$ cat src/include/layers_cfg.svh
`ifndef LAYERS_CFG_SVH
`define LAYERS_CFG_SVH

// datapath sizes
`define LAYERS_DEPTH_NB     4
`define LAYERS_GROUP_NB     2
`define LAYERS_IMG_WIDTH    16
`define LAYERS_KER_WIDTH    16
// wide enough for one product plus headroom
`define LAYERS_NUM_WIDTH    (`LAYERS_IMG_WIDTH + `LAYERS_KER_WIDTH + 1)

// configuration bus and layer register layout
`define LAYERS_CFG_AWIDTH   5
`define LAYERS_CFG_DWIDTH   32
`define LAYERS_CFG_ADDR     2
`define LAYERS_BYPASS_BIT   16
`define LAYERS_POOL_MSB     15
`define LAYERS_POOL_LSB     8
`define LAYERS_SHIFT_MSB    7
`define LAYERS_SHIFT_LSB    0

// pipeline depths in cycles
`define LAYERS_MAC_LATENCY  3
`define LAYERS_POOL_LATENCY 1
`define LAYERS_OPS_LATENCY  3

`endif

$ cat src/layers_pkg.sv
`include "layers_cfg.svh"

package layers_pkg;

    typedef logic signed [`LAYERS_IMG_WIDTH-1:0] pixel_t;
    typedef logic signed [`LAYERS_KER_WIDTH-1:0] ker_t;
    typedef logic signed [`LAYERS_NUM_WIDTH-1:0] num_t;

    // the last flag marks the end of a frame
    typedef struct packed {
        pixel_t [`LAYERS_GROUP_NB-1:0] pix;
        logic                          last;
    } image_beat_t;

    typedef ker_t [`LAYERS_GROUP_NB-1:0] kernel_lane_t;
    typedef kernel_lane_t [`LAYERS_DEPTH_NB-1:0] kernel_bus_t;
    typedef ker_t [`LAYERS_DEPTH_NB-1:0] bias_bus_t;
    typedef pixel_t [`LAYERS_DEPTH_NB-1:0] result_t;

    typedef struct packed {
        logic                          valid;
        logic [`LAYERS_CFG_AWIDTH-1:0] addr;
        logic [`LAYERS_CFG_DWIDTH-1:0] data;
    } cfg_write_t;

    typedef struct packed {
        logic                                        bypass;
        logic [`LAYERS_POOL_MSB-`LAYERS_POOL_LSB:0]   pool_nb;
        logic [`LAYERS_SHIFT_MSB-`LAYERS_SHIFT_LSB:0] shift;
    } layer_cfg_t;

    // strobes shared by every lane
    typedef struct packed {
        logic acc_clear;
        logic acc_en;
        logic hold_en;
        logic pool_restart;
        logic pool_en;
        logic ops_en;
        logic result_load;
    } lane_ctrl_t;

endpackage

$ cat src/layer_cfg_regs.sv
`timescale 1ns/1ns

`include "layers_cfg.svh"

module layer_cfg_regs
    import layers_pkg::*;
(
    input  logic       clk,
    input  logic       rst,
    input  cfg_write_t cfg,
    output layer_cfg_t layer_cfg
);

    logic hit;

    // only the layer register lives at this address
    assign hit = cfg.valid && (cfg.addr == `LAYERS_CFG_AWIDTH'(`LAYERS_CFG_ADDR));

    always_ff @(posedge clk) begin
        if (rst) begin
            layer_cfg <= '0;
        end else if (hit) begin
            layer_cfg.bypass  <= cfg.data[`LAYERS_BYPASS_BIT];
            layer_cfg.pool_nb <= cfg.data[`LAYERS_POOL_MSB:`LAYERS_POOL_LSB];
            layer_cfg.shift   <= cfg.data[`LAYERS_SHIFT_MSB:`LAYERS_SHIFT_LSB];
        end
    end

endmodule

$ cat config.mk
export PLATFORM = sky130hd
export DESIGN_NAME = layer_cfg_regs
export DESIGN_NICKNAME = d
export VERILOG_FILES = /design/src/layers_pkg.sv /design/src/layer_cfg_regs.sv
export VERILOG_INCLUDE_DIRS = /design/src /design/src/include
export SDC_FILE = /design/constraint.sdc
export NUM_CORES = 1
export LEC_CHECK = 0
export BUFFER_PORTS_ARGS = -buffer_cell sky130_fd_sc_hd__buf_2
export CAP_MARGIN = 10
export CORE_UTILIZATION = 42
export CTS_CLUSTER_SIZE = 25
export DETAILED_ROUTE_END_ITERATION = 16
export PLACE_DENSITY = 0.93
export REMOVE_ABC_BUFFERS = 1
export SYNTH_ARGS = -nofsm -noshare
export SYNTH_HDL_FRONTEND = slang
export SYNTH_SLANG_ARGS = --single-unit
$ cat constraint.sdc
create_clock -name clk -period 2.72 [get_ports clk]
set_input_delay 0.272 -clock clk [delete_from_list [all_inputs] [get_ports clk]]
set_output_delay 0.272 -clock clk [all_outputs]
set_load 0.005 [all_outputs]
==> results.yml <==
global_routing:
  use_met1: 0.1485
  use_met3: 0.03600
  antenna_found_initial: 0
  busiest_layer: "met2"
  grt_max_degree: 35
  use_met2: 0.2377
  grt_usage: 0.1384
  grt_overflow: 0
  grt_pass1_vias: 515
  grt_pass1_wl_um: 1994
yosys:
  yosysTopAreaCell: "dfxtp_1"
  avgSynthCellArea_sq_um: 10.49
  netlist.area_leader.share: 0.4324
  synth_cell_types: 8
  synth_seq_cells: 17
  syn-cell-area_sq_um: 787.0
  synth_seq_area_share: 0.4324
  yosys-top-cells-area: "dfxtp_1, nand2b_1, mux2i_1, buf_12, buf_6"
  yosys_warnings: 0
  syn_inst: 75
detailed_routing:
  viasPerCell: 4.397
  wirelength_um: 1381
  num_vias: 620
  dr.first_iter.drc_count: 7
  ant_nets: 0
  drcViolationCount: 0
  firstDrtPassIters: 4
  avgRoutedWirePerCell_um: 9.794
timing:
  post-route-period-util: 0.3851
  slew_headroom: 0.7540
  finClkSkew_ps: 0
  finalCriticalPeriod_ps: 1047
  grt_setup_unrepaired: "no"
  tns_ps: 0
  slew_violations: 0
  hold_viol: 0
  fmax_mhz: 954.7
  max_slew.worst_pin.slew_ps: 368.9
  setup_violations: 0
clock_network:
  post_cts_resized: 0
  cts_made_buffers: 3
  post_cts_buffers: 0
  clockBufferDepth: 2
  cts_tree: "yes"
  clk_latency_ps: 280
  cts.sinks: 17
  cts-root-buf: "clkbuf_4"
  clk_pin_slew_ps: 90
  holdBufCountCts: 0
  cts-htree-levels: 1
final_layout:
  fillers: 159
  regMostFlops: "layer_cfg"
  reg.largest.list: "layer_cfg x17"
  largest_register_ffs: 17
  area_growth_pct: 29.73
  drive_above_1_share: 0.3966
  nets: 157
  antenna_cells: 0
critical_path:
  worstPathArrival_ps: 1260
  r2r_start: "layer_cfg[9]$_SDFFE_PP0P_"
  worst_r2r_path_depth: 2
  path_depth: 5
  path_buf_inv: 2
  critPathCaptureType: "flip-flop"
  critPathMaxFanout: 17
  endpoint: "layer_cfg[9]$_SDFFE_PP0P_"
  critPathTopFamily: "buffers and inverters"
  worst_path_max_delay_cell: "buf_4"
  worstSetupPathType: "input port to flip-flop"
  r2r_setup_slack_ps: 2130
  cp_data_required_time_ps: 2930
  crit_path_start_kind: "input port"
  startpoint: "cfg[36]"
  r2r_end: "layer_cfg[9]$_SDFFE_PP0P_"
  crit_chain: "buf_2 -> nand4bb_1 -> nor3_4 -> buf_4 -> mux2i_1"
  slowest_delay_ps: 300
pwr:
  power.switching_mw: 0.08559
  total_power_mw: 0.4188
  leakagePower_nw: 0.4501
  p_int_mw: 0.3332
  seqPwrFrac: 0.600
  p_comb_frac: 0.100
  pwr_density_cell_nw_per_um2: 410.2
  p_clk_frac: 0.300
  power.switching_fraction: 0.2044
  ir_drop_mv: 0.1968
floorplanning:
  start_util: 0.4509
  ioPinCount: 57
  die_w_um: 45.29
  die_h_um: 45.29
  std_cell_rows: 15
  core_area_sq_um: 1745
  die-area_sq_um: 2051
placement:
  port_buffers: 41
  place_hpwl_um: 1027
  routabilityCongestion: 0.5427
status:
  status: "complete, no violations"
run:
  cap_viol_max_count: 0
min_path:
  hold_class: "input port to flip-flop"
[worst min path at each step]
stage | from | endpoint | slack (ps) | cells after the start
finish | cfg[6] | layer_cfg[6]$_SDFFE_PP0P_ | 240 | 3
global route | cfg[16] | layer_cfg[16]$_SDFFE_PP0P_ | 250 | 3
CTS | cfg[6] | layer_cfg[6]$_SDFFE_PP0P_ | 230 | 3
detailed placement | layer_cfg[0]$_SDFFE_PP0P_ | layer_cfg[0]$_SDFFE_PP0P_ | 460 | 2
global placement | layer_cfg[1]$_SDFFE_PP0P_ | layer_cfg[1]$_SDFFE_PP0P_ | 460 | 2
floorplan | cfg[0] | layer_cfg[0]$_SDFFE_PP0P_ | 430 | 2
[metal layers]
layer	vias to the layer above	wire length, um	part of all wire
met3	2	120	0.087
met2	29	632	0.46
met5	-	0	0
li1	326	-	-
met1	263	623	0.45
met4	0	5	0.0036
[logic make-up (layout without fill, tap and decap cells)]
logic type | count (synthesis) | after routing | share of synthesized area
flops | 17 | 17 | 0.4324
simple gates | 36 | 36 | 0.2973
mux | 17 | 17 | 0.2162
buf+inv | 5 | 46 | 0.05405
[layout by cell type (no fill, tap or decap), drive strengths merged]
master,instances
buf,42
clkbuf,4
dfxtp,17
mux2i,17
nand2b,34
nand4bb,1
nor3,1
[worst reg2reg max path, stage by stage, from the launching register on]
cell and delay [ps]:
dfxtp_1 350, nand2b_1 60, mux2i_1 130
[power by group through the flow]
stage | Combinational, mW | Clock (mW) | Sequential, mW
3_3_place_gp | 0.0406 | 0 | 0.257
3_5_place_dp | 0.0421 | 0 | 0.257
4_1_cts | 0.0424 | 0.136 | 0.251
5_1_grt | 0.0464 | 0.142 | 0.252
6_report | 0.0418 | 0.126 | 0.251
2_1_floorplan | 0.0171 | 0 | 0.257
[stage by stage]
| step | area, sq um | cells | util | worst slack, ps | hold WS (ps) |
|---|---|---|---|---|---|
| 3_3_place_gp | 994.7 | 137 | 0.5699 | 1419 | 455.1 |
| 5_1_grt | 1021 | 141 | 0.5849 | 1597 | 245.0 |
| 2_1_floorplan | 744.5 | 70 | - | 959.8 | 426.7 |
| 6_report | 1021 | 141 | 0.5849 | 1673 | 244.6 |
| 4_1_cts | 1021 | 141 | 0.5849 | 1665 | 229.2 |
| 3_5_place_dp | 994.7 | 137 | 0.5699 | 1364 | 463.0 |
[synthesized netlist by cell type, drive strengths merged]
cell	instances
dfxtp	17
mux2i	17
nand4bb	1
clkbuf	3
nand2b	34
buf	2
nor3	1
[cell type report]
type	instances	area (sq um)	share of cell area
clock buffer	4	26.28	0.02574
multi-input combinational	53	410.4	0.4020
sequential	17	340.3	0.3333
tap	25	31.28	0.03064
timing repair buffer	42	212.7	0.2083
No activity file was read; power rests on OpenSTA's default activity.
