==> src/include/layers_cfg.svh <==
`ifndef LAYERS_CFG_SVH
`define LAYERS_CFG_SVH

// datapath sizes
`define LAYERS_DEPTH_NB     4
`define LAYERS_GROUP_NB     2
`define LAYERS_IMG_WIDTH    16
`define LAYERS_KER_WIDTH    16
// wide enough for one product plus headroom
`define LAYERS_NUM_WIDTH    (`LAYERS_IMG_WIDTH + `LAYERS_KER_WIDTH + 1)

// configuration bus and layer register layout
`define LAYERS_CFG_AWIDTH   5
`define LAYERS_CFG_DWIDTH   32
`define LAYERS_CFG_ADDR     2
`define LAYERS_BYPASS_BIT   16
`define LAYERS_POOL_MSB     15
`define LAYERS_POOL_LSB     8
`define LAYERS_SHIFT_MSB    7
`define LAYERS_SHIFT_LSB    0

// pipeline depths in cycles
`define LAYERS_MAC_LATENCY  3
`define LAYERS_POOL_LATENCY 1
`define LAYERS_OPS_LATENCY  3

`endif

==> src/layers_pkg.sv <==
`include "layers_cfg.svh"

package layers_pkg;

    typedef logic signed [`LAYERS_IMG_WIDTH-1:0] pixel_t;
    typedef logic signed [`LAYERS_KER_WIDTH-1:0] ker_t;
    typedef logic signed [`LAYERS_NUM_WIDTH-1:0] num_t;

    // the last flag marks the end of a frame
    typedef struct packed {
        pixel_t [`LAYERS_GROUP_NB-1:0] pix;
        logic                          last;
    } image_beat_t;

    typedef ker_t [`LAYERS_GROUP_NB-1:0] kernel_lane_t;
    typedef kernel_lane_t [`LAYERS_DEPTH_NB-1:0] kernel_bus_t;
    typedef ker_t [`LAYERS_DEPTH_NB-1:0] bias_bus_t;
    typedef pixel_t [`LAYERS_DEPTH_NB-1:0] result_t;

    typedef struct packed {
        logic                          valid;
        logic [`LAYERS_CFG_AWIDTH-1:0] addr;
        logic [`LAYERS_CFG_DWIDTH-1:0] data;
    } cfg_write_t;

    typedef struct packed {
        logic                                        bypass;
        logic [`LAYERS_POOL_MSB-`LAYERS_POOL_LSB:0]   pool_nb;
        logic [`LAYERS_SHIFT_MSB-`LAYERS_SHIFT_LSB:0] shift;
    } layer_cfg_t;

    // strobes shared by every lane
    typedef struct packed {
        logic acc_clear;
        logic acc_en;
        logic hold_en;
        logic pool_restart;
        logic pool_en;
        logic ops_en;
        logic result_load;
    } lane_ctrl_t;

endpackage

==> src/conv_lane.sv <==
`timescale 1ns/1ns

`include "layers_cfg.svh"

module conv_lane
    import layers_pkg::*;
(
    input  logic         clk,
    input  lane_ctrl_t   lane_ctrl,
    input  image_beat_t  pixels,
    input  kernel_lane_t kernels,
    output num_t         frame_sum
);

    localparam int GROUP_NB = `LAYERS_GROUP_NB;

    pixel_t [GROUP_NB-1:0] pix_q;
    num_t   [GROUP_NB-1:0] prod_q;
    num_t   [GROUP_NB-1:0] acc_q;
    num_t                  group_sum;
    num_t                  hold_q;

    // beat lines up with the kernels that follow it one cycle later
    always_ff @(posedge clk) begin
        pix_q <= pixels.pix;
    end

    // products are sign extended to the accumulator width
    always_ff @(posedge clk) begin
        for (int g = 0; g < GROUP_NB; g++) begin
            prod_q[g] <= pix_q[g] * kernels[g];
        end
    end

    // one accumulator per group
    always_ff @(posedge clk) begin
        for (int g = 0; g < GROUP_NB; g++) begin
            if (lane_ctrl.acc_clear) begin
                acc_q[g] <= '0;
            end else if (lane_ctrl.acc_en) begin
                acc_q[g] <= acc_q[g] + prod_q[g];
            end
        end
    end

    always_comb begin
        group_sum = '0;
        for (int g = 0; g < GROUP_NB; g++) begin
            group_sum = group_sum + acc_q[g];
        end
    end

    // frees the accumulators for the next frame
    always_ff @(posedge clk) begin
        if (lane_ctrl.hold_en) begin
            hold_q <= group_sum;
        end
    end

    assign frame_sum = hold_q;

endmodule

==> config.mk <==
export PLATFORM = sky130hd
export DESIGN_NAME = conv_lane
export DESIGN_NICKNAME = d
export VERILOG_FILES = /design/src/layers_pkg.sv /design/src/conv_lane.sv
export VERILOG_INCLUDE_DIRS = /design/src /design/src/include
export SDC_FILE = /design/constraint.sdc
export NUM_CORES = 2
export LEC_CHECK = 0
export ABC_AREA = 0
export BUFFER_PORTS_ARGS = -buffer_cell sky130_fd_sc_hd__buf_2
export CAP_MARGIN = 20
export CORE_ASPECT_RATIO = 1.4
export CORE_MARGIN = 1.5
export CORE_UTILIZATION = 55
export DETAILED_ROUTE_END_ITERATION = 8
export MAX_ROUTING_LAYER = met4
export PLACE_DENSITY = 0.72
export REMOVE_ABC_BUFFERS = 1
export SETUP_SLACK_MARGIN = 0.02
export SYNTH_ARGS = -nofsm -noshare
export SYNTH_HDL_FRONTEND = slang
export SYNTH_SLANG_ARGS = --single-unit
==> constraint.sdc <==
create_clock -name clk -period 10.9 [get_ports clk]
set_input_delay 1.09 -clock clk [delete_from_list [all_inputs] [get_ports clk]]
set_output_delay 1.09 -clock clk [all_outputs]
set_load 0.005 [all_outputs]
==> metrics.md <==
| Metric | Value |
|---|---|
| Status | `completed` |
| Buffers added on ports | `100` |
| Compound-cell area share of the yosys netlist | `9.44%` |
| TritonCTS clock tree | `built` |
| Max Cap Viol | `0` |
| Starting Density | `55.9%` |
| Layout net count | `4041` |
| Share of cells above drive strength 1 | `5.10%` |
| CTS hold repair buffers | `0` |
| Via density | `5.50` |
| Post-synth EDFFs | `33` |
| Xor-xnor portion of the synthesized cell area | `4.19%` |
| Slew @ Worst Pin | `0.917 ns` |
| Hold path depth | `2` |
| Final slew viol count | `0` |
| CTS root buffer | `clkbuf_16` |
| Worst R2R Path Depth | `21` |
| Deepest clock path buffer count | `2` |
| WL final | `66.3 mm` |
| Clk_skew | `0.0166 ns` |
| Crit path required time | `11.30 ns` |
| Data arrival, critical path | `7.39 ns` |
| DR WL/cell | `17.0 um` |
| Flops & latches, synth | `195` |
| Syn Area/Cell | `9.30 um^2` |
| Crit Path Max Fanout | `16` |
| Cts bufs inserted | `17` |
| Main combinational cell family by area after synthesis | `adder cells` |
| Synthesized area | `29200 um^2` |
| Post-CTS Setup Inserts | `0` |
| Top_reg_cell synth | `dfxtp_1` |
| Fin. Hold Viols | `0` |
| First-pass GRT wire length | `111 mm` |
| Post-layout min period | `6.98 ns` |
| DRC violations left | `0` |
| Post-synth top area share | `36.1%` |
| RePlAce Congestion | `0.929` |
| Vias in the first global route | `23100` |
| Endpoints failing setup | `0` |
| Post-synth ARST share | `0%` |
| Antenna Diode Count | `0` |
| Initial antenna violation count | `0` |
| Total gr overflow | `0` |
| TritonRoute pass-1 iters | `5` |
| Cell variety after synth | `71` |
| Multiplexer share of the synthesized area | `0.971%` |
| Synth area leader | `fa_1` |
| IO Count | `106` |
| Setup TNS | `0 ns` |
| Clock latency on the worst-skew pair | `0.49 ns` |
| Clock-pin slew on the worst setup and hold paths | `0.09 ns` |
| Vias | `21500` |
| Die Span Y | `276 um` |
| Adder-Cell Fraction of Synth Area | `47.2%` |
| Tcrit/Tclk final | `64.1%` |
| Post-synthesis simple-gate area fraction | `14.5%` |
| Ys Warns | `0` |
| Largest net degree at the start of global routing | `54` |
| Initial drt markers | `1114` |
| Row cnt | `99` |
| Area added between synthesis and finish | `5.84%` |
| Worst setup SP type | `flip-flop` |
| Final HPWL DP | `54.7 mm` |
| CTS sink count | `195` |
| Worst Setup End Kind | `flip-flop` |
| Die area | `54600 um^2` |
| CTS HTree Levels | `4` |
| Tot GR Track Use | `26.4%` |
| F_max | `143 MHz` |
| Worst Hold Class | `reg -> reg` |
| Die W | `198 um` |
| Cell count after synthesis | `3145` |
| Post-route antenna net violation count | `0` |
| Seq/Total Area, Yosys | `14.5%` |
| Rel. slew slack | `38.9%` |
| Core area | `52300 um^2` |
| Final hold slack | `0.500 ns` |
| Top cells by area, synth | `fa_1 (36%), ha_1 (11%), dfxtp_1 (11%)` |
| # resized after CTS | `0` |
| Worst setup path category | `reg -> reg` |
| RSZ-0062 raised after global routing | `false` |
-- per-stage QoR --
stage	setup slack, ns	cell area (um^2)	std cells	util (%)
2_1_floorplan	4.23	28900	3057	-
3_3_place_gp	3.49	30300	3869	58.0
3_5_place_dp	3.49	30300	3869	58.0
4_1_cts	3.95	30900	3901	59.2
5_1_grt	3.57	30900	3901	59.2
6_report	3.92	30900	3901	59.2
-- cell type report --
type / instances / area, um^2
multi-input cells: 2232 / 22300
fillers: 4557 / 21300
flip-flops and latches: 195 / 4230
inverters: 630 / 2360
well taps: 707 / 885
repair buffers: 105 / 538
clock buffers: 17 / 425
clock inverters: 15 / 191
-- synth_stat cells (10+ instances only) --
master,instances
nor2b_1,15
nor2_1,150
nor3_1,31
a211oi_1,19
a21oi_1,125
nand4_1,12
nand2b_1,30
a21o_1,68
nand2_1,308
dfxtp_1,162
o22ai_1,14
clkbuf_1,82
o21bai_1,18
xnor2_1,107
o21ai_0,56
ha_1,260
inv_1,630
nand3_1,23
edfxtp_1,33
mux2i_1,25
fa_1,527
xor2_1,33
and2_1,245
a211o_1,10
o21a_1,25
-- worst max-delay path, cell delays in order (launching register included) --
cell and delay (ns):
dfxtp_1 0.91, nand2_1 0.18, fa_1 0.55, fa_1 0.52, fa_1 0.51, inv_1 0.05
fa_1 0.49, fa_1 0.50, inv_1 0.05, fa_1 0.52, inv_1 0.06, ha_1 0.34
a21o_1 0.21, a21o_1 0.17, a21o_1 0.17, a211oi_1 0.22, o21ai_0 0.12, o22ai_1 0.34
nor4_1 0.16, or4_1 0.52, and3_1 0.16, a211oi_1 0.15
-- logic make-up (layout without fill, tap and decap cells) --
kind of cell | after synthesis | after routing
AND/OR/NAND/NOR | 862 | 862
adder cells (fa/ha/maj) | 787 | 787
buffers and inverters | 718 | 767
AO/OA/AOI/OAI | 415 | 415
flip-flops | 195 | 195
XOR/XNOR | 140 | 140
multiplexers | 28 | 28
-- layer usage --
layer / routed length (um) / track usage (%) / share of wire, %
met1: 24800 / 28.8 / 37
met2: 36100 / 48.2 / 55
met3: 2650 / 3.30 / 4.0
met4: 2710 / 11.3 / 4.1
met5: 0 / - / 0
-- placed cells by master (no fill, tap or decap), types with 7 or more instances in the layout --
master and n:
o21ai_0 56, o31a_1 7, nand3_1 23, nor2b_1 15
and3_1 8, mux2i_1 25, or3_1 7, nand2b_1 30
a211oi_1 19, buf_2 100, dfxtp_1 162, nor3_1 31
nand4_1 12, a21oi_1 125, clkbuf_16 17, xor2_1 33
nand2_1 308, o21a_1 25, a211o_1 10, inv_1 630
ha_1 260, fa_1 527, o31ai_1 8, edfxtp_1 33
or2_2 8, o21bai_1 18, and2_1 245, a21o_1 68
nor4_1 9, nor2_1 150, xnor2_1 107, o22ai_1 14
-- flip-flops by register name, indices dropped and copies added, names as in the netlist --
register and cells:
frame_sum 33, acc_q 66, prod_q 64, pix_q 32
-- worst paths after layout --
path	start	endpoint	slack, ns
min reg2reg	acc_q[37]	acc_q[37]	0.50
min	acc_q[37]	acc_q[37]	0.50
max	pix_q[27]	prod_q[64]	3.92
max reg2reg	pix_q[27]	prod_q[64]	3.92
Power is not shown: default switching activity piles up to over one toggle a cycle in this logic, so the estimate is an artifact.
