**src/include/layers_cfg.svh**
```systemverilog
`ifndef LAYERS_CFG_SVH
`define LAYERS_CFG_SVH

// datapath sizes
`define LAYERS_DEPTH_NB     4
`define LAYERS_GROUP_NB     2
`define LAYERS_IMG_WIDTH    16
`define LAYERS_KER_WIDTH    16
// wide enough for one product plus headroom
`define LAYERS_NUM_WIDTH    (`LAYERS_IMG_WIDTH + `LAYERS_KER_WIDTH + 1)

// configuration bus and layer register layout
`define LAYERS_CFG_AWIDTH   5
`define LAYERS_CFG_DWIDTH   32
`define LAYERS_CFG_ADDR     2
`define LAYERS_BYPASS_BIT   16
`define LAYERS_POOL_MSB     15
`define LAYERS_POOL_LSB     8
`define LAYERS_SHIFT_MSB    7
`define LAYERS_SHIFT_LSB    0

// pipeline depths in cycles
`define LAYERS_MAC_LATENCY  3
`define LAYERS_POOL_LATENCY 1
`define LAYERS_OPS_LATENCY  3

`endif

```
**src/layers_pkg.sv**
```systemverilog
`include "layers_cfg.svh"

package layers_pkg;

    typedef logic signed [`LAYERS_IMG_WIDTH-1:0] pixel_t;
    typedef logic signed [`LAYERS_KER_WIDTH-1:0] ker_t;
    typedef logic signed [`LAYERS_NUM_WIDTH-1:0] num_t;

    // the last flag marks the end of a frame
    typedef struct packed {
        pixel_t [`LAYERS_GROUP_NB-1:0] pix;
        logic                          last;
    } image_beat_t;

    typedef ker_t [`LAYERS_GROUP_NB-1:0] kernel_lane_t;
    typedef kernel_lane_t [`LAYERS_DEPTH_NB-1:0] kernel_bus_t;
    typedef ker_t [`LAYERS_DEPTH_NB-1:0] bias_bus_t;
    typedef pixel_t [`LAYERS_DEPTH_NB-1:0] result_t;

    typedef struct packed {
        logic                          valid;
        logic [`LAYERS_CFG_AWIDTH-1:0] addr;
        logic [`LAYERS_CFG_DWIDTH-1:0] data;
    } cfg_write_t;

    typedef struct packed {
        logic                                        bypass;
        logic [`LAYERS_POOL_MSB-`LAYERS_POOL_LSB:0]   pool_nb;
        logic [`LAYERS_SHIFT_MSB-`LAYERS_SHIFT_LSB:0] shift;
    } layer_cfg_t;

    // strobes shared by every lane
    typedef struct packed {
        logic acc_clear;
        logic acc_en;
        logic hold_en;
        logic pool_restart;
        logic pool_en;
        logic ops_en;
        logic result_load;
    } lane_ctrl_t;

endpackage

```
**src/post_ops_lane.sv**
```systemverilog
`timescale 1ns/1ns

`include "layers_cfg.svh"

module post_ops_lane
    import layers_pkg::*;
(
    input  logic       clk,
    input  lane_ctrl_t lane_ctrl,
    input  layer_cfg_t layer_cfg,
    input  num_t       frame_sum,
    input  ker_t       bias,
    output pixel_t     result
);

    localparam pixel_t PIX_MAX = {1'b0, {(`LAYERS_IMG_WIDTH-1){1'b1}}};
    localparam pixel_t PIX_MIN = {1'b1, {(`LAYERS_IMG_WIDTH-1){1'b0}}};

    num_t   max_q;
    num_t   biased_q;
    num_t   relu_q;
    num_t   shifted;
    pixel_t scaled_q;
    pixel_t result_q;

    // running max over the pooling window
    always_ff @(posedge clk) begin
        if (lane_ctrl.pool_en) begin
            if (lane_ctrl.pool_restart || (frame_sum > max_q)) begin
                max_q <= frame_sum;
            end
        end
    end

    // bias is sign extended to the accumulator width
    always_ff @(posedge clk) begin
        if (lane_ctrl.ops_en) begin
            biased_q <= max_q + num_t'(bias);
        end
    end

    always_ff @(posedge clk) begin
        if (lane_ctrl.ops_en) begin
            if ((biased_q < 0) && !layer_cfg.bypass) begin
                relu_q <= '0;
            end else begin
                relu_q <= biased_q;
            end
        end
    end

    // rounds toward minus infinity
    assign shifted = relu_q >>> layer_cfg.shift;

    always_ff @(posedge clk) begin
        if (lane_ctrl.ops_en) begin
            if (shifted > PIX_MAX) begin
                scaled_q <= PIX_MAX;
            end else if (shifted < PIX_MIN) begin
                scaled_q <= PIX_MIN;
            end else begin
                scaled_q <= pixel_t'(shifted);
            end
        end
    end

    // result stays put while the port is stalled
    always_ff @(posedge clk) begin
        if (lane_ctrl.result_load) begin
            result_q <= scaled_q;
        end
    end

    assign result = result_q;

endmodule

```
**config.mk**
```make
export PLATFORM = sky130hd
export DESIGN_NAME = post_ops_lane
export DESIGN_NICKNAME = d
export VERILOG_FILES = /design/src/layers_pkg.sv /design/src/post_ops_lane.sv
export VERILOG_INCLUDE_DIRS = /design/src /design/src/include
export SDC_FILE = /design/constraint.sdc
export NUM_CORES = 1
export LEC_CHECK = 0
export BUFFER_PORTS_ARGS = -buffer_cell sky130_fd_sc_hd__buf_2
export CAP_MARGIN = 15
export CORE_UTILIZATION = 35
export DETAILED_ROUTE_END_ITERATION = 12
export GPL_TIMING_DRIVEN = 0
export MAX_ROUTING_LAYER = met4
export PLACE_DENSITY = 0.63
export SYNTH_ARGS = -nofsm -noshare
export SYNTH_HDL_FRONTEND = slang
export SYNTH_SLANG_ARGS = --single-unit
```
**constraint.sdc**
```tcl
create_clock -name clk -period 4.65 [get_ports clk]
set_input_delay 0.6975 -clock clk [delete_from_list [all_inputs] [get_ports clk]]
set_output_delay 0.6975 -clock clk [all_outputs]
set_load 0.1 [all_outputs]
```
==> run summary <==
Worst-path cell chain - buf_2, ha_1, clkbuf_1, nand4_1, a211oi_1, nand2_1, a311oi_1, o21ai_0, and3_1, nor2_1, xnor2_1
Chip height - 164 µm
Die Span X - 164 µm
Antenna violations before repair - 0
Share of cells above drive strength 1 - 18.5%
Post-synth EDFFs - 131
Crit path kind - primary input to flip-flop
Sink Count - 131
RSZ-0062 raised after global routing - no
Clk network pwr share - 34.4%
Filler cell count - 2,490
Net load switching power - 1.21 mW
Placed cells - 1,288
Final WL - 21,200 µm
Gr ovfl total - 0
Average cell area after synthesis - 10.4 µm²
Routed vias/inst - 5.41
Skew-Pair Late Insertion Delay - 0.43 ns
Pint - 2.56 mW
Largest net degree at the start of global routing - 67
Clock buffer count from CTS - 17
Number of cells on the critical path - 11
Non-filler instance count after layout - 1,320
Max Slew Vio Count - 0
Vias in the first global route - 6,797
Resized Gates After CTS - 0
Global-route wire length before repair - 34,000 µm
Final Power - 3.77 mW
Clock skew - 0.0132 ns
Total core area - 0.0255 mm²
Status - finished, final reports clean
Finish-stage setup viols - 0
Port Buffer Count - 76
Synthesized cell area - 0.00920 mm²
Ant diodes - 0
Final GP Congestion - 0.961
TritonCTS clock tree - yes
Initial DRC count - 520
Detailed Routing Iterations Pass 1 - 5
WP data required - 4.83 ns
H-tree levels - 4
Yosys cell types - 73
Leakage power - 4.14 nW
FF-to-FF path depth - 10
Hold Path Class - flip-flop to flip-flop
Slowest stage delay, CP - 0.45 ns
Slew Limit Headroom - 48.7%
Setup Fix Bufs, Post-CTS - 0
Crit Path Max Fanout - 18
Via count - 7,146
Setup crit end kind - flip-flop
I/O pin count - 90
Worst Setup EP - biased_q[32]
Yosys top cell by area - edfxtp_1
WL/cell - 16.0 µm
Die area - 0.0269 mm²
Synth Net Count - 1,020
Final Hold Fails - 0
Startpoint Class - primary input
Clk root buf - clkbuf_16
Synth Warn # - 0
CP bufs+invs - 2
Reg-to-reg slack, setup - 1.58 ns
Critical path's top delay family - compound AO/OA/AOI/OAI gates
Drt drc - 0
Sw frac - 32.2%
CP Launch Point - bias[15]
Register area share after synthesis - 42.8%
RR Endpoint - scaled_q[14]
Top post-synthesis cells by count - edfxtp_1 (131), a21oi_1 (75), ha_1 (65), nor2_1 (56), nand2_1 (52)
Fin nets - 1,117
Max_cap viols - 0
Reg power frac - 40.8%
Max VDD drop - 0.000223 V
CTS Buffer Depth - 2
Fin crit share - 66.4%
P&R area growth vs syn - 15.6%
Worst path slowest cell - a311oi_1
Row count - 58
Starting Density - 36.1%
Area share of the leading cell type in the synthesized netlist - 42.8%
Post-cts hold buffer count - 0
Comb pwr share - 24.8%
Largest cells by area after synthesis - edfxtp_1 (43%), ha_1 (8.8%), mux4_2 (4.4%), a21oi_1 (4.1%), o21ai_0 (2.6%)
Async SR Flop Fraction - 0%
Final min period - 3.09 ns
Top FF cell, synth - edfxtp_1
DPL Wire Length - 16,300 µm
All-Layer GR Usage - 16.7%
Post-Syn Instances - 880
CP Data Arrival Time - 3.27 ns
Clock edge transition at the registers on the reported setup and hold paths - 0.07 ns
P per Cell Area - 355 mW/mm²
R2r startpoint - relu_q[32]
ANT nets after route - 0
Finished Cell Area - 0.0106 mm²
Worst-Margin Slew - 0.751 ns
Seq cells post-synth - 131
Dpl cell area - 0.0101 mm²
Most numerous cell in the Yosys netlist - edfxtp_1
Fmax - 324 MHz
==> layout make-up <==
cell class / count / area, µm² / share of cell area, %
Multi-Input combinational cell: 653 / 4840 / 45.6
Tap cell: 330 / 413 / 3.89
Inverter: 51 / 191 / 1.80
Clock inverter: 15 / 140 / 1.32
Sequential cell: 131 / 3930 / 37.0
Buffer: 45 / 241 / 2.27
Clock buffer: 17 / 425 / 4.00
Timing Repair Buffer: 78 / 438 / 4.12
==> cells by family after synthesis <==
kind of cell | share of synthesized area, %
flops | 42.8
mux | 8.90
fa+ha+maj | 9.06
simple gates | 14.3
buf+inv | 4.71
compound gates | 17.6
xor+xnor | 2.67
==> power by group through the flow <==
stage / Sequential, mW / Clock (mW) / Combinational (mW)
2_1_floorplan: 1.63 / 0 / 0.608
3_3_place_gp: 1.56 / 0 / 0.903
3_5_place_dp: 1.57 / 0 / 0.925
4_1_cts: 1.54 / 1.32 / 0.930
5_1_grt: 1.55 / 1.37 / 1.03
6_report: 1.54 / 1.30 / 0.935
==> sequential cells by signal, indices dropped and copies added, names as in the netlist <==
name      cells
result       16
biased_q     33
max_q        33
scaled_q     16
relu_q       33
==> how the worst min path moves through the flow <==
| stage | from | endpoint | cells past startpoint |
|---|---|---|---|
| after detailed placement | scaled_q[14] | result[14] | 0 |
| after global placement | scaled_q[13] | result[13] | 0 |
| after CTS | scaled_q[14] | result[14] | 0 |
| after global routing | scaled_q[13] | result[13] | 0 |
| final | scaled_q[14] | result[14] | 0 |
| after floorplan | scaled_q[0] | result[0] | 0 |
==> layout by cell type (no fill, tap or decap), types with 10 or more instances in the layout <==
cell / n
a21o_1: 13
a21oi_1: 75
and2_1: 36
buf_2: 87
clkbuf_1: 24
clkbuf_16: 17
edfxtp_1: 131
ha_1: 65
inv_1: 49
mux2_2: 13
mux2i_1: 15
mux4_2: 18
nand2_1: 52
nand2b_1: 13
nand3_1: 15
nand4_1: 12
nor2_1: 56
nor2b_1: 11
nor3_1: 18
o211ai_1: 14
o21a_1: 10
o21ai_0: 48
o22ai_1: 14
o31ai_1: 14
xnor2_1: 21
==> metal layers <==
layer / routed length [µm] / track usage (%) / part of all wire (%)
met1: 9590 / 20.7 / 45
met2: 10200 / 27.1 / 48
met3: 954 / 2.63 / 4.5
met4: 465 / 6.65 / 2.2
met5: 0 / - / 0
==> stage by stage <==
stage	utilization, %	setup TNS [ns]	setup slack, ns	hold WS, ns
finish	41.7	0	1.56	0.417
global route	41.7	0	1.38	0.418
CTS	41.7	0	1.56	0.418
detailed placement	39.5	0	1.13	0.405
global placement	39.2	-13.30	-0.406	0.401
floorplan	-	0	0.777	0.400
(Power assumes the default switching activity.)
