===== src/include/layers_cfg.svh =====
`ifndef LAYERS_CFG_SVH
`define LAYERS_CFG_SVH

// datapath sizes
`define LAYERS_DEPTH_NB     4
`define LAYERS_GROUP_NB     2
`define LAYERS_IMG_WIDTH    16
`define LAYERS_KER_WIDTH    16
// wide enough for one product plus headroom
`define LAYERS_NUM_WIDTH    (`LAYERS_IMG_WIDTH + `LAYERS_KER_WIDTH + 1)

// configuration bus and layer register layout
`define LAYERS_CFG_AWIDTH   5
`define LAYERS_CFG_DWIDTH   32
`define LAYERS_CFG_ADDR     2
`define LAYERS_BYPASS_BIT   16
`define LAYERS_POOL_MSB     15
`define LAYERS_POOL_LSB     8
`define LAYERS_SHIFT_MSB    7
`define LAYERS_SHIFT_LSB    0

// pipeline depths in cycles
`define LAYERS_MAC_LATENCY  3
`define LAYERS_POOL_LATENCY 1
`define LAYERS_OPS_LATENCY  3

`endif


===== src/layers_pkg.sv =====
`include "layers_cfg.svh"

package layers_pkg;

    typedef logic signed [`LAYERS_IMG_WIDTH-1:0] pixel_t;
    typedef logic signed [`LAYERS_KER_WIDTH-1:0] ker_t;
    typedef logic signed [`LAYERS_NUM_WIDTH-1:0] num_t;

    // the last flag marks the end of a frame
    typedef struct packed {
        pixel_t [`LAYERS_GROUP_NB-1:0] pix;
        logic                          last;
    } image_beat_t;

    typedef ker_t [`LAYERS_GROUP_NB-1:0] kernel_lane_t;
    typedef kernel_lane_t [`LAYERS_DEPTH_NB-1:0] kernel_bus_t;
    typedef ker_t [`LAYERS_DEPTH_NB-1:0] bias_bus_t;
    typedef pixel_t [`LAYERS_DEPTH_NB-1:0] result_t;

    typedef struct packed {
        logic                          valid;
        logic [`LAYERS_CFG_AWIDTH-1:0] addr;
        logic [`LAYERS_CFG_DWIDTH-1:0] data;
    } cfg_write_t;

    typedef struct packed {
        logic                                        bypass;
        logic [`LAYERS_POOL_MSB-`LAYERS_POOL_LSB:0]   pool_nb;
        logic [`LAYERS_SHIFT_MSB-`LAYERS_SHIFT_LSB:0] shift;
    } layer_cfg_t;

    // strobes shared by every lane
    typedef struct packed {
        logic acc_clear;
        logic acc_en;
        logic hold_en;
        logic pool_restart;
        logic pool_en;
        logic ops_en;
        logic result_load;
    } lane_ctrl_t;

endpackage


===== src/layers_ctrl.sv =====
`timescale 1ns/1ns

`include "layers_cfg.svh"

module layers_ctrl
    import layers_pkg::*;
(
    input  logic       clk,
    input  logic       rst,
    input  layer_cfg_t layer_cfg,
    input  logic       image_val,
    input  logic       image_last,
    output logic       image_rdy,
    output logic       kernel_rdy,
    output logic       result_val,
    input  logic       result_rdy,
    output lane_ctrl_t lane_ctrl
);

    localparam int UP_RESET = 0;
    localparam int UP_READY = 1;
    localparam int UP_DONE  = 2;
    localparam int UP_CLEAR = 3;

    localparam int DN_RESET = 0;
    localparam int DN_READY = 1;
    localparam int DN_ADD   = 2;
    localparam int DN_POOL  = 3;
    localparam int DN_OPS   = 4;
    localparam int DN_CLEAR = 5;

    localparam int MAC_LAT = `LAYERS_MAC_LATENCY;
    localparam int OPS_LAT = `LAYERS_POOL_LATENCY + `LAYERS_OPS_LATENCY;

    logic [3:0]                               up_state;
    logic [3:0]                               up_state_nx;
    logic [5:0]                               dn_state;
    logic [5:0]                               dn_state_nx;
    logic                                     image_acc;
    logic                                     pool_full;
    logic                                     prod_val;
    logic [MAC_LAT-1:0]                       mac_chain;
    logic [OPS_LAT-1:0]                       ops_chain;
    logic [`LAYERS_POOL_MSB-`LAYERS_POOL_LSB:0] pool_cnt;

    assign image_acc = image_val & image_rdy;
    assign pool_full = (pool_cnt >= layer_cfg.pool_nb);

    always_ff @(posedge clk) begin
        if (rst) begin
            up_state <= 4'b1 << UP_RESET;
            dn_state <= 6'b1 << DN_RESET;
        end else begin
            up_state <= up_state_nx;
            dn_state <= dn_state_nx;
        end
    end

    // accumulation side
    always_comb begin
        up_state_nx = '0;
        case (1'b1)
            up_state[UP_RESET]: begin
                // leave reset only once the pooling side is out of it too
                up_state_nx[dn_state[DN_RESET] ? UP_RESET : UP_READY] = 1'b1;
            end
            up_state[UP_READY]: begin
                up_state_nx[(image_val && image_last) ? UP_DONE : UP_READY] = 1'b1;
            end
            up_state[UP_DONE]: begin
                up_state_nx[mac_chain[MAC_LAT-1] ? UP_CLEAR : UP_DONE] = 1'b1;
            end
            up_state[UP_CLEAR]: begin
                up_state_nx[dn_state[DN_READY] ? UP_RESET : UP_CLEAR] = 1'b1;
            end
            default: begin
                up_state_nx[UP_RESET] = 1'b1;
            end
        endcase
    end

    // pool and post-ops side
    always_comb begin
        dn_state_nx = '0;
        case (1'b1)
            dn_state[DN_RESET]: begin
                dn_state_nx[DN_READY] = 1'b1;
            end
            dn_state[DN_READY]: begin
                dn_state_nx[up_state[UP_CLEAR] ? DN_ADD : DN_READY] = 1'b1;
            end
            dn_state[DN_ADD]: begin
                dn_state_nx[DN_POOL] = 1'b1;
            end
            dn_state[DN_POOL]: begin
                dn_state_nx[pool_full ? DN_OPS : DN_READY] = 1'b1;
            end
            dn_state[DN_OPS]: begin
                dn_state_nx[ops_chain[OPS_LAT-1] ? DN_CLEAR : DN_OPS] = 1'b1;
            end
            dn_state[DN_CLEAR]: begin
                dn_state_nx[result_rdy ? DN_RESET : DN_CLEAR] = 1'b1;
            end
            default: begin
                dn_state_nx[DN_RESET] = 1'b1;
            end
        endcase
    end

    // single pulses march down the valid delay chains towards the end state
    always_ff @(posedge clk) begin
        if (rst) begin
            kernel_rdy <= 1'b0;
            prod_val   <= 1'b0;
            mac_chain  <= '0;
            ops_chain  <= '0;
        end else begin
            kernel_rdy <= image_acc;
            prod_val   <= kernel_rdy;
            mac_chain  <= (mac_chain << 1) | MAC_LAT'(image_acc & image_last);
            ops_chain  <= (ops_chain << 1) | OPS_LAT'(dn_state[DN_POOL] & pool_full);
        end
    end

    // frames folded into the current window
    always_ff @(posedge clk) begin
        if (rst || dn_state[DN_RESET]) begin
            pool_cnt <= '0;
        end else if (dn_state[DN_POOL]) begin
            pool_cnt <= pool_cnt + 1'b1;
        end
    end

    assign image_rdy  = up_state[UP_READY];
    assign result_val = dn_state[DN_CLEAR];

    assign lane_ctrl.acc_clear    = up_state[UP_RESET];
    assign lane_ctrl.acc_en       = prod_val;
    assign lane_ctrl.hold_en      = up_state[UP_CLEAR] & dn_state[DN_READY];
    assign lane_ctrl.pool_restart = dn_state[DN_POOL] & (pool_cnt == '0);
    assign lane_ctrl.pool_en      = dn_state[DN_POOL];
    assign lane_ctrl.ops_en       = dn_state[DN_OPS];
    assign lane_ctrl.result_load  = ops_chain[OPS_LAT-1];

endmodule


===== config.mk =====
export PLATFORM = sky130hd
export DESIGN_NAME = layers_ctrl
export DESIGN_NICKNAME = d
export VERILOG_FILES = /design/src/layers_pkg.sv /design/src/layers_ctrl.sv
export VERILOG_INCLUDE_DIRS = /design/src /design/src/include
export SDC_FILE = /design/constraint.sdc
export NUM_CORES = 1
export LEC_CHECK = 0
export ABC_AREA = 0
export BUFFER_PORTS_ARGS = -buffer_cell sky130_fd_sc_hd__buf_2
export CAP_MARGIN = 20
export CORE_MARGIN = 4
export CORE_UTILIZATION = 40
export DETAILED_ROUTE_END_ITERATION = 7
export GPL_ROUTABILITY_DRIVEN = 0
export PLACE_DENSITY = 0.6
export SYNTH_ARGS = -nofsm -noshare
export SYNTH_HDL_FRONTEND = slang
export SYNTH_SLANG_ARGS = --single-unit

===== constraint.sdc =====
create_clock -name clk -period 2.16 [get_ports clk]
set_clock_uncertainty 0.2 [all_clocks]
set_input_delay 0.108 -clock clk [delete_from_list [all_inputs] [get_ports clk]]
set_output_delay 0.108 -clock clk [all_outputs]
set_load 0.02 [all_outputs]

==> impl_metrics.tcl, run 1 <==
set metrics [dict create \
    critPathMaxFanout 4 \
    max_slew.worst_pin.slew_ns 0.451 \
    synth_area_sq_um 1240 \
    start_util_pct 43.5 \
    r2r_end "dn_state[1]$_SDFF_PP0_" \
    synthSimpleGateAreaFrac_pct 22.4 \
    cap_violations 0 \
    mostFrequentLayoutCells "dfxtp_1, buf_2, inv_1, nor2_1, nor2b_1" \
    p_int_mw 0.609 \
    routed_wl_mm 2.15 \
    grt_max_degree 17 \
    cp-end-kind "primary output" \
    setup_slack_ns 0.294 \
    min_path_type "input port to register" \
    start_kind "register" \
    cts_buffers 3 \
    routedWlPerCell_microns 11.3 \
    synth_xor_area_share_pct 3.53 \
    fin_crit_sh_pct 86.4 \
    p_sw_share_pct 24.2 \
    critical_path_class "register to primary output" \
    multiInputGateArea_sq_um 602 \
    coreArea_sq_um 2850 \
    grt_overflow_total 0 \
    power_mw 0.804 \
    r2r_cells 6 \
    ir_drop_v 0.000429 \
    num_rows 19 \
    fin_util_pct 50.0 \
    grt_pass1_wl_mm 3.82 \
    fp.dieArea_sq_um 4060 \
    post_cts_resized 0 \
    rr_startpoint "pool_cnt[0]$_SDFFE_PP0P_" \
    power_frac_comb_pct 7.9 \
    cts.sinks 27 \
    placed_area_sq_um 1350 \
    synthMuxAreaShare_pct 2.52 \
    cp.arrival_ns 1.56 \
    ys_types 33 \
    syn_nets 167 \
    die_w_microns 63.7 \
    min_path_cells 5 \
    synthAdderAreaFrac_pct 10.1 \
    cts_setup_buffers 0 \
    drive_gt1_share_pct 20.1 \
    placement.io_buffers 22 \
    nets 192 \
    fmax_ghz 0.536 \
    synth-edff-count 0 \
    finalSetupTns_ns 0 \
    slew_viol_final 0 \
    drc 0 \
    synth_compound_area_share_pct 9.98 \
    dr_total_vias 960 \
    yosys_warnings 0 \
    setup_viol 0 \
    path_clk_slew_ns 0.15 \
    min_to "dn_state[4]$_SDFF_PP0_" \
    period_minus_slack_ns 1.87 \
    ys_ff_latch 27 \
    ys_async_sr_fraction_pct 0 \
    min_from "layer_cfg[15]" \
    hold_violations 0 \
    power-per-cell-area_nw_per_um2 563 \
    die_h_microns 63.7 \
    clock_power_share_pct 28.1 \
    seq_power_share_pct 64.0 \
    rsz0062_at_grt "false" \
    io_pins 32 \
    fin_area_sq_um 1430 \
    syn_to_final_growth_pct 15.0 \
    syn_area_per_cell_sq_um 9.19 \
    n_fill_cell 267 \
    clock_path_buffers 2 \
    status "completed" \
    drt_iter0_markers 21 \
    worstSkewPairLatency_ns 0.33 \
    groute.usage.overall_pct 11.6 \
    leakage_nw 0.641 \
    reg2reg_slack_ns 0.43 \
    synthFlopType "dfxtp_1" \
    post-dp-hpwl_mm 1.64 \
    cp.required_ns 1.85 \
    synth_top_family_by_area "simple AND/OR/NAND/NOR gates" \
    place_ws_ns 0.444 \
    final_common_cell "dfxtp_1" \
    htreeDepth 1 \
    ys_seq_area_share_pct 43.5 \
    switchingPower_mw 0.195 \
    relSlewSlack_pct 69.8 \
    antenna_found_initial 0 \
    syn_inst 135 \
    dr.pass1.iters 4 \
    grt_pass1_vias 932 \
    seq_area_sq_um 541 \
    drt.antenna.violating_nets 0 \
    cts_root_buf "clkbuf_4" \
    tritoncts "done" \
    detail_route.vias_per_cell 5.05 \
    diodes 0 \
]
==> synthesized netlist by cell type, types with 2 or more instances <==
cell type / n / area [sq um]
ha_1: 10 / 125
nor2_1: 13 / 48.8
inv_1: 13 / 48.8
and3_1: 3 / 18.8
a31oi_1: 2 / 12.5
o21ai_0: 3 / 15.0
dfxtp_1: 27 / 541
or3_1: 2 / 12.5
nand2_1: 7 / 26.3
a31o_2: 2 / 17.5
clkbuf_1: 2 / 7.51
a21oi_1: 6 / 30.0
xor2_1: 4 / 35.0
mux2i_1: 2 / 20.0
nor2b_1: 11 / 68.8
nand4_1: 4 / 25.0
nor3_1: 4 / 20.0
buf_4: 5 / 37.5
==> power groups by stage <==
stage / Sequential (mW) / Clock, mW / Combinational [mW]
floorplan: 0.526 / 0 / 0.0380
global placement: 0.525 / 0 / 0.0569
detailed placement: 0.525 / 0 / 0.0585
CTS: 0.515 / 0.237 / 0.0646
global route: 0.517 / 0.249 / 0.0724
finish: 0.514 / 0.226 / 0.0634
==> critical path, cell delays in order (launching register included) <==
cell     delay [ns]
dfxtp_1        0.37
inv_1          0.09
ha_1           0.15
nor4b_1        0.24
and4b_1        0.22
buf_2          0.16
==> how the worst max path moves through the flow <==
| stage | start | end | slack [ns] | cells past startpoint |
|---|---|---|---|---|
| 2_1_floorplan | pool_cnt[0]$_SDFFE_PP0P_ | dn_state[1]$_SDFF_PP0_ | 0.54 | 6 |
| 3_3_place_gp | pool_cnt[5]$_SDFFE_PP0P_ | dn_state[4]$_SDFF_PP0_ | 0.46 | 5 |
| 3_5_place_dp | pool_cnt[0]$_SDFFE_PP0P_ | dn_state[1]$_SDFF_PP0_ | 0.44 | 6 |
| 4_1_cts | pool_cnt[0]$_SDFFE_PP0P_ | lane_ctrl[3] | 0.28 | 5 |
| 5_1_grt | pool_cnt[0]$_SDFFE_PP0P_ | lane_ctrl[3] | 0.17 | 5 |
| 6_report | pool_cnt[0]$_SDFFE_PP0P_ | lane_ctrl[3] | 0.29 | 5 |
==> cell families (layout without fill, tap and decap cells) <==
| family | after synthesis | after routing |
|---|---|---|
| compound gates | 18 | 18 |
| fa+ha+maj | 10 | 10 |
| mux | 3 | 3 |
| simple gates | 51 | 51 |
| flops | 27 | 27 |
| buf+inv | 21 | 45 |
| xor+xnor | 5 | 5 |
==> metal layers <==
| metal | vias to the layer above | routed length (microns) | track usage [%] |
|---|---|---|---|
| li1 | 500 | - | - |
| met1 | 442 | 1000 | 14.1 |
| met2 | 16 | 1030 | 19.9 |
| met3 | 2 | 87 | 2.49 |
| met4 | 0 | 26 | 4.31 |
| met5 | - | 0 | 0 |
==> sequential cells by signal, summed over array words and instances, names as in the netlist <==
name and count:
kernel_rdy 1, pool_cnt 8, up_state 4, prod_val 1
dn_state 6, mac_chain 3, ops_chain 4
==> area by class of cell <==
class	count	area share, %
Multi-Input combinational cell	87	42.2
Tap cell	31	2.72
Sequential cell	27	37.9
Timing Repair Buffer	28	11.7
Clock buffer	3	1.58
Clock inverter	1	0.526
Inverter	13	3.42
==> metrics by stage <==
step | instances | hold slack [ns]
2_1_floorplan | 135 | 0.0174
3_3_place_gp | 181 | 0.149
3_5_place_dp | 181 | 0.146
4_1_cts | 190 | 0.0993
5_1_grt | 190 | 0.175
6_report | 190 | 0.102
==> timing repair <==
item / 4_1_cts / 5_1_grt
hold buffers: 5 / 0
endpoints found under the hold margin: 15 / 0
endpoints found under the setup margin: 0 / 0
Power figures use the tool's default switching activity.
==> run 2, diff against run 1 <==
Settings changed: ABC_AREA 0 to 1.
==> impl_metrics.tcl, run 2 <==
set metrics [dict create \
    grt_pass1_wl_mm 3.99 \
    path_clk_slew_ns 0.15 \
    top_regs "pool_cnt: 8 flops, dn_state: 6 flops" \
    cts_buffers 3 \
    synthFlopType "dfxtp_1" \
    slew_viol_final 0 \
    cts.sinks 27 \
    ir_drop_v 0.000518 \
    routed_wl_mm 2.23 \
    ys_async_sr_fraction_pct 0 \
    largest-register "pool_cnt" \
    synth_area_leaders "dfxtp_1, inv_1, ha_1, nand2_1, nor2_1" \
    cp_slowest_cell "dfxtp_1" \
    setup_viol 0 \
    finalSetupTns_ns 0 \
    drt_iter0_markers 36 \
    synthAdderAreaFrac_pct 9.83 \
    die_w_microns 64.4 \
    synth_compound_area_share_pct 9.24 \
    ys_top_cells_by_count "inv_1, dfxtp_1, nand2_1, nor2_1, a21oi_1" \
    yosys_warnings 0 \
    switchingPower_mw 0.208 \
    start_util_pct 41.7 \
    start_kind "register" \
    post-dp-hpwl_mm 1.69 \
    p_sw_share_pct 25.2 \
    placement.io_buffers 22 \
    detail_route.vias_per_cell 4.40 \
    synth_top_family_by_area "simple AND/OR/NAND/NOR gates" \
    worstSkewPairLatency_ns 0.33 \
    hold_violations 0 \
    fin_area_sq_um 1480 \
    startpoint "pool_cnt[0]$_SDFFE_PP0P_" \
    cts_setup_buffers 0 \
    fin_util_pct 48.5 \
    max_slew.worst_pin.slew_ns 0.376 \
    mostFrequentLayoutCells "inv_1, dfxtp_1, nand2_1, nor2_1, buf_2" \
    tritoncts "done" \
    syn_nets 199 \
    antenna_found_initial 0 \
    slowest_delay_ns 0.37 \
    groute.usage.overall_pct 12.3 \
    synth_area_sq_um 1270 \
    instances_no_fill 236 \
    drt.antenna.violating_nets 0 \
    diodes 0 \
    synthDominantCellAreaShare_pct 42.5 \
    nets 225 \
    grt_max_degree 17 \
    yosysMostFrequentCell "inv_1" \
    ys_seq_area_share_pct 42.5 \
    syn_to_final_growth_pct 16.4 \
    critPathMaxFanout 4 \
    ys_ff_latch 27 \
    cp-end-kind "primary output" \
    coreArea_sq_um 3050 \
    synth-edff-count 0 \
    reg2reg_slack_ns 0.48 \
    status "completed" \
    rsz0062_at_grt "false" \
    clock_power_share_pct 27.1 \
    dr.pass1.iters 4 \
    grt_overflow_total 0 \
    clock_path_buffers 2 \
    placed_area_sq_um 1390 \
    grt_pass1_vias 943 \
    critical_path_class "register to primary output" \
    relSlewSlack_pct 74.9 \
    cp.required_ns 1.85 \
    syn_area_per_cell_sq_um 7.62 \
    drc 0 \
    rr_startpoint "pool_cnt[0]$_SDFFE_PP0P_" \
    cap_violations 0 \
    min_path_type "register to register" \
    htreeDepth 1 \
    leakage_nw 0.739 \
    fp.dieArea_sq_um 4150 \
    routedWlPerCell_microns 9.44 \
    seq_power_share_pct 62.8 \
    synthSimpleGateAreaFrac_pct 24.2 \
    synth_area_leader_cell "dfxtp_1" \
    die_h_microns 64.4 \
    syn_inst 167 \
    largest_register_ffs 8 \
    path_cells "inv_1, ha_1, nand4_1, nor4_1, buf_2" \
    cp.arrival_ns 1.49 \
    dp.cells 226 \
    power_frac_comb_pct 10.1 \
    power-per-cell-area_nw_per_um2 557 \
    post_cts_resized 0 \
    synthMuxAreaShare_pct 0 \
    final_common_cell "inv_1" \
    p_int_mw 0.617 \
    drive_gt1_share_pct 17.7 \
    synth_xor_area_share_pct 0 \
    fin_crit_sh_pct 83.2 \
    ys_types 27 \
    dr_total_vias 1039 \
    io_pins 32 \
    cts_hold_buf 6 \
    fmax_ghz 0.556 \
    num_rows 20 \
    r2r_end "dn_state[4]$_SDFF_PP0_" \
    crit_end "lane_ctrl[3]" \
    r2r_cells 10 \
    cts_root_buf "clkbuf_4" \
    period_minus_slack_ns 1.80 \
]
==> run 2: cells by family (layout without fill, tap and decap cells) <==
group	count (synthesis)	in the layout
AOI/OAI and AO/OA	21	21
adders and majority gates	10	10
buffers and inverters	43	68
DFF	27	27
and+or+nand+nor	66	66
==> run 2: per-layer routing <==
| metal | up-vias | global-route usage [%] | routed length [microns] |
|---|---|---|---|
| li1 | 564 | - | - |
| met1 | 442 | 15.5 | 1070 |
| met2 | 28 | 19.6 | 989 |
| met3 | 5 | 3.34 | 121 |
| met4 | 0 | 5.54 | 44 |
| met5 | - | 0 | 0 |
==> run 2: metrics by stage <==
stage / hold WS (ns) / setup WS, ns / power, mW
after global routing: 0.241 / 0.197 / 0.869
after global placement: 0.177 / 0.505 / 0.603
after detailed placement: 0.185 / 0.493 / 0.606
after floorplan: 0.00734 / 0.551 / 0.582
final: 0.213 / 0.362 / 0.825
after CTS: 0.215 / 0.321 / 0.839
==> run 2: how the worst min path moves through the flow <==
stage / from / endpoint / depth (start not counted)
after detailed placement: image_val / kernel_rdy$_SDFF_PP0_ / 3
final: ops_chain[2]$_SDFF_PP0_ / ops_chain[3]$_SDFF_PP0_ / 2
after global routing: ops_chain[2]$_SDFF_PP0_ / ops_chain[3]$_SDFF_PP0_ / 2
after CTS: mac_chain[0]$_SDFF_PP0_ / mac_chain[1]$_SDFF_PP0_ / 2
after global placement: image_val / kernel_rdy$_SDFF_PP0_ / 3
after floorplan: rst / dn_state[0]$_SDFF_PP1_ / 1
==> run 2: cell type report <==
type                       count  area [sq um]
clock buffer                   3          22.5
clock inverter                 1          7.51
fill                         314          1570
inverter                      36           135
multi-input combinational     97           551
sequential                    27           541
tap                           44          55.1
timing repair buffer          28           170
==> run 2: critical path: cells and delay by family (launching register included) <==
| kind | cells | cell delay [ns] |
|---|---|---|
| adder cells (fa/ha/maj) | 1 | 0.18 |
| buffers and inverters | 2 | 0.33 |
| AND/OR/NAND/NOR | 2 | 0.29 |
| flip-flops | 1 | 0.37 |
==> run 2: power groups by stage <==
stage	clock, mW	sequential [mW]	combinational [mW]
after detailed placement	0	0.529	0.0769
after floorplan	0	0.532	0.0496
after global routing	0.253	0.520	0.0961
after CTS	0.236	0.519	0.0843
final	0.224	0.518	0.0832
after global placement	0	0.529	0.0746
==> run 3, diff against run 2 <==
Settings changed: PLACE_DENSITY 0.6 to 0.62.
Clock period 2.16 ns to 1.6 ns, I/O delays scaled along.
==> impl_metrics.tcl, run 3 (same netlist as run 2, synthesis figures left out) <==
set metrics [dict create \
    syn_to_final_growth_pct 35.2 \
    grt_pass1_vias 1052 \
    path_cells "buf_6, inv_4, ha_4, nand4_1, nor4_2, buf_4" \
    setup_slack_ns -0.118 \
    fin_crit_sh_pct 107 \
    routed_wl_mm 2.54 \
    nets 242 \
    period_minus_slack_ns 1.72 \
    grt_max_degree 16 \
    max_slew.worst_pin.slew_ns 0.252 \
    num_rows 20 \
    largest_register_ffs 8 \
    htreeDepth 1 \
    seq_power_share_pct 62.9 \
    power-per-cell-area_nw_per_um2 646 \
    place_ws_ns 0.0365 \
    die_w_microns 64.4 \
    top_regs "pool_cnt: 8 flops, dn_state: 6 flops" \
    antenna_found_initial 0 \
    clock_path_buffers 2 \
    violations "setup timing" \
    detail_route.vias_per_cell 4.49 \
    final_common_cell "inv_1" \
    drive_gt1_share_pct 34.0 \
    post-dp-hpwl_mm 1.83 \
    fin_util_pct 56.4 \
    path_clk_slew_ns 0.15 \
    clock_power_share_pct 26.5 \
    r2r_cells 12 \
    rr_startpoint "pool_cnt[0]$_SDFFE_PP0P_" \
    p_int_mw 0.835 \
    switchingPower_mw 0.277 \
    critical_path_class "register to primary output" \
    largest-register "pool_cnt" \
    n_fill_cell 298 \
    slowest_delay_ns 0.36 \
    worstSkewPairLatency_ns 0.32 \
    grt_pass1_wl_mm 4.10 \
    drt_iter0_markers 33 \
    mostFrequentLayoutCells "inv_1, dfxtp_1, nor2_1" \
    cp.arrival_ns 1.44 \
    rsz0062_at_grt "true" \
    min_to "ops_chain[0]$_SDFF_PP0_" \
    cp.required_ns 1.32 \
    dr.pass1.iters 4 \
    hold_violations 0 \
    start_kind "register" \
    groute.usage.overall_pct 12.4 \
    cp_slowest_cell "dfxtp_2" \
    multiInputGateArea_sq_um 633 \
    setup_viol 3 \
    r2r_end "dn_state[1]$_SDFF_PP0_" \
    critPathMaxFanout 2 \
    dr_total_vias 1135 \
    cap_violations 0 \
    placement.io_buffers 22 \
    min_path_cells 8 \
    fp.dieArea_sq_um 4150 \
    ir_drop_v 0.000435 \
    power_frac_comb_pct 10.6 \
    relSlewSlack_pct 83.2 \
    cts.sinks 27 \
    seq_area_sq_um 544 \
    routedWlPerCell_microns 10.0 \
    cts_root_buf "clkbuf_4" \
    die_h_microns 64.4 \
    tritoncts "done" \
    grt_overflow_total 0 \
    start_util_pct 41.7 \
    power_mw 1.11 \
    cp-end-kind "primary output" \
    coreArea_sq_um 3050 \
    diodes 0 \
    reg2reg_slack_ns -0.02 \
    cts_buffers 3 \
    status "complete, but fails checks" \
    io_pins 32 \
    min_path_type "input port to register" \
    drc 0 \
    drt.antenna.violating_nets 0 \
    leakage_nw 0.835 \
    p_sw_share_pct 24.9 \
    finalSetupTns_ns -0.154 \
    slew_viol_final 0 \
    fmax_ghz 0.582 \
    min_from "layer_cfg[15]" \
]
-- run 3: power by group through the flow --
| stage | clock (mW) | combinational (mW) | sequential [mW] |
|---|---|---|---|
| 2_1_floorplan | 0 | 0.0669 | 0.718 |
| 3_5_place_dp | 0 | 0.105 | 0.714 |
| 4_1_cts | 0.303 | 0.116 | 0.699 |
| 6_report | 0.295 | 0.118 | 0.699 |
| 3_3_place_gp | 0 | 0.102 | 0.713 |
| 5_1_grt | 0.321 | 0.136 | 0.701 |
-- run 3: area by class of cell --
class	count	area share, %
repair buffers	45	18.5
multi-input cells	97	36.8
well taps	44	3.20
inverters	36	8.22
flip-flops and latches	27	31.6
clock inverters	1	0.291
clock buffers	3	1.31
-- run 3: worst max-delay path by stage --
stage                        startpoint                      to  slack [ns]
3_3_place_gp   pool_cnt[5]$_SDFFE_PP0P_  dn_state[4]$_SDFF_PP0_        0.05
6_report       pool_cnt[1]$_SDFFE_PP0P_            lane_ctrl[3]       -0.12
4_1_cts        pool_cnt[1]$_SDFFE_PP0P_            lane_ctrl[3]       -0.23
2_1_floorplan    dn_state[3]$_SDFF_PP0_            lane_ctrl[3]        0.02
3_5_place_dp   pool_cnt[0]$_SDFFE_PP0P_  dn_state[4]$_SDFF_PP0_        0.04
5_1_grt        pool_cnt[1]$_SDFFE_PP0P_            lane_ctrl[3]       -0.19
-- run 3: repair_timing --
action	CTS	global route
endpoints found under the setup margin	1	6
pin swaps	2	9
gates resized for setup	9	21
hold endpoints to repair	14	0
hold buffers	6	0
buffers inserted	4	5
-- run 3: stage by stage --
stage / area, sq um / hold WS [ns] / cells
after floorplan: 1270 / -0.0207 / 167
after CTS: 1590 / 0.203 / 248
final: 1720 / 0.197 / 253
after global placement: 1450 / 0.149 / 234
after global routing: 1720 / 0.236 / 253
after detailed placement: 1450 / 0.154 / 234
-- run 3: critical path: cells and delay by family, from the launching register on --
kind / cells / cell delay (ns)
flip-flops: 1 / 0.36
buffers and inverters: 3 / 0.35
AND/OR/NAND/NOR: 2 / 0.28
adder cells (fa/ha/maj): 1 / 0.12
-- run 3: routing by layer --
metal | share of wire (%) | track usage (%)
met1 | 44 | 13.5
met2 | 49 | 22.9
met3 | 4.2 | 2.11
met5 | 0 | 0
met4 | 3.0 | 6.07
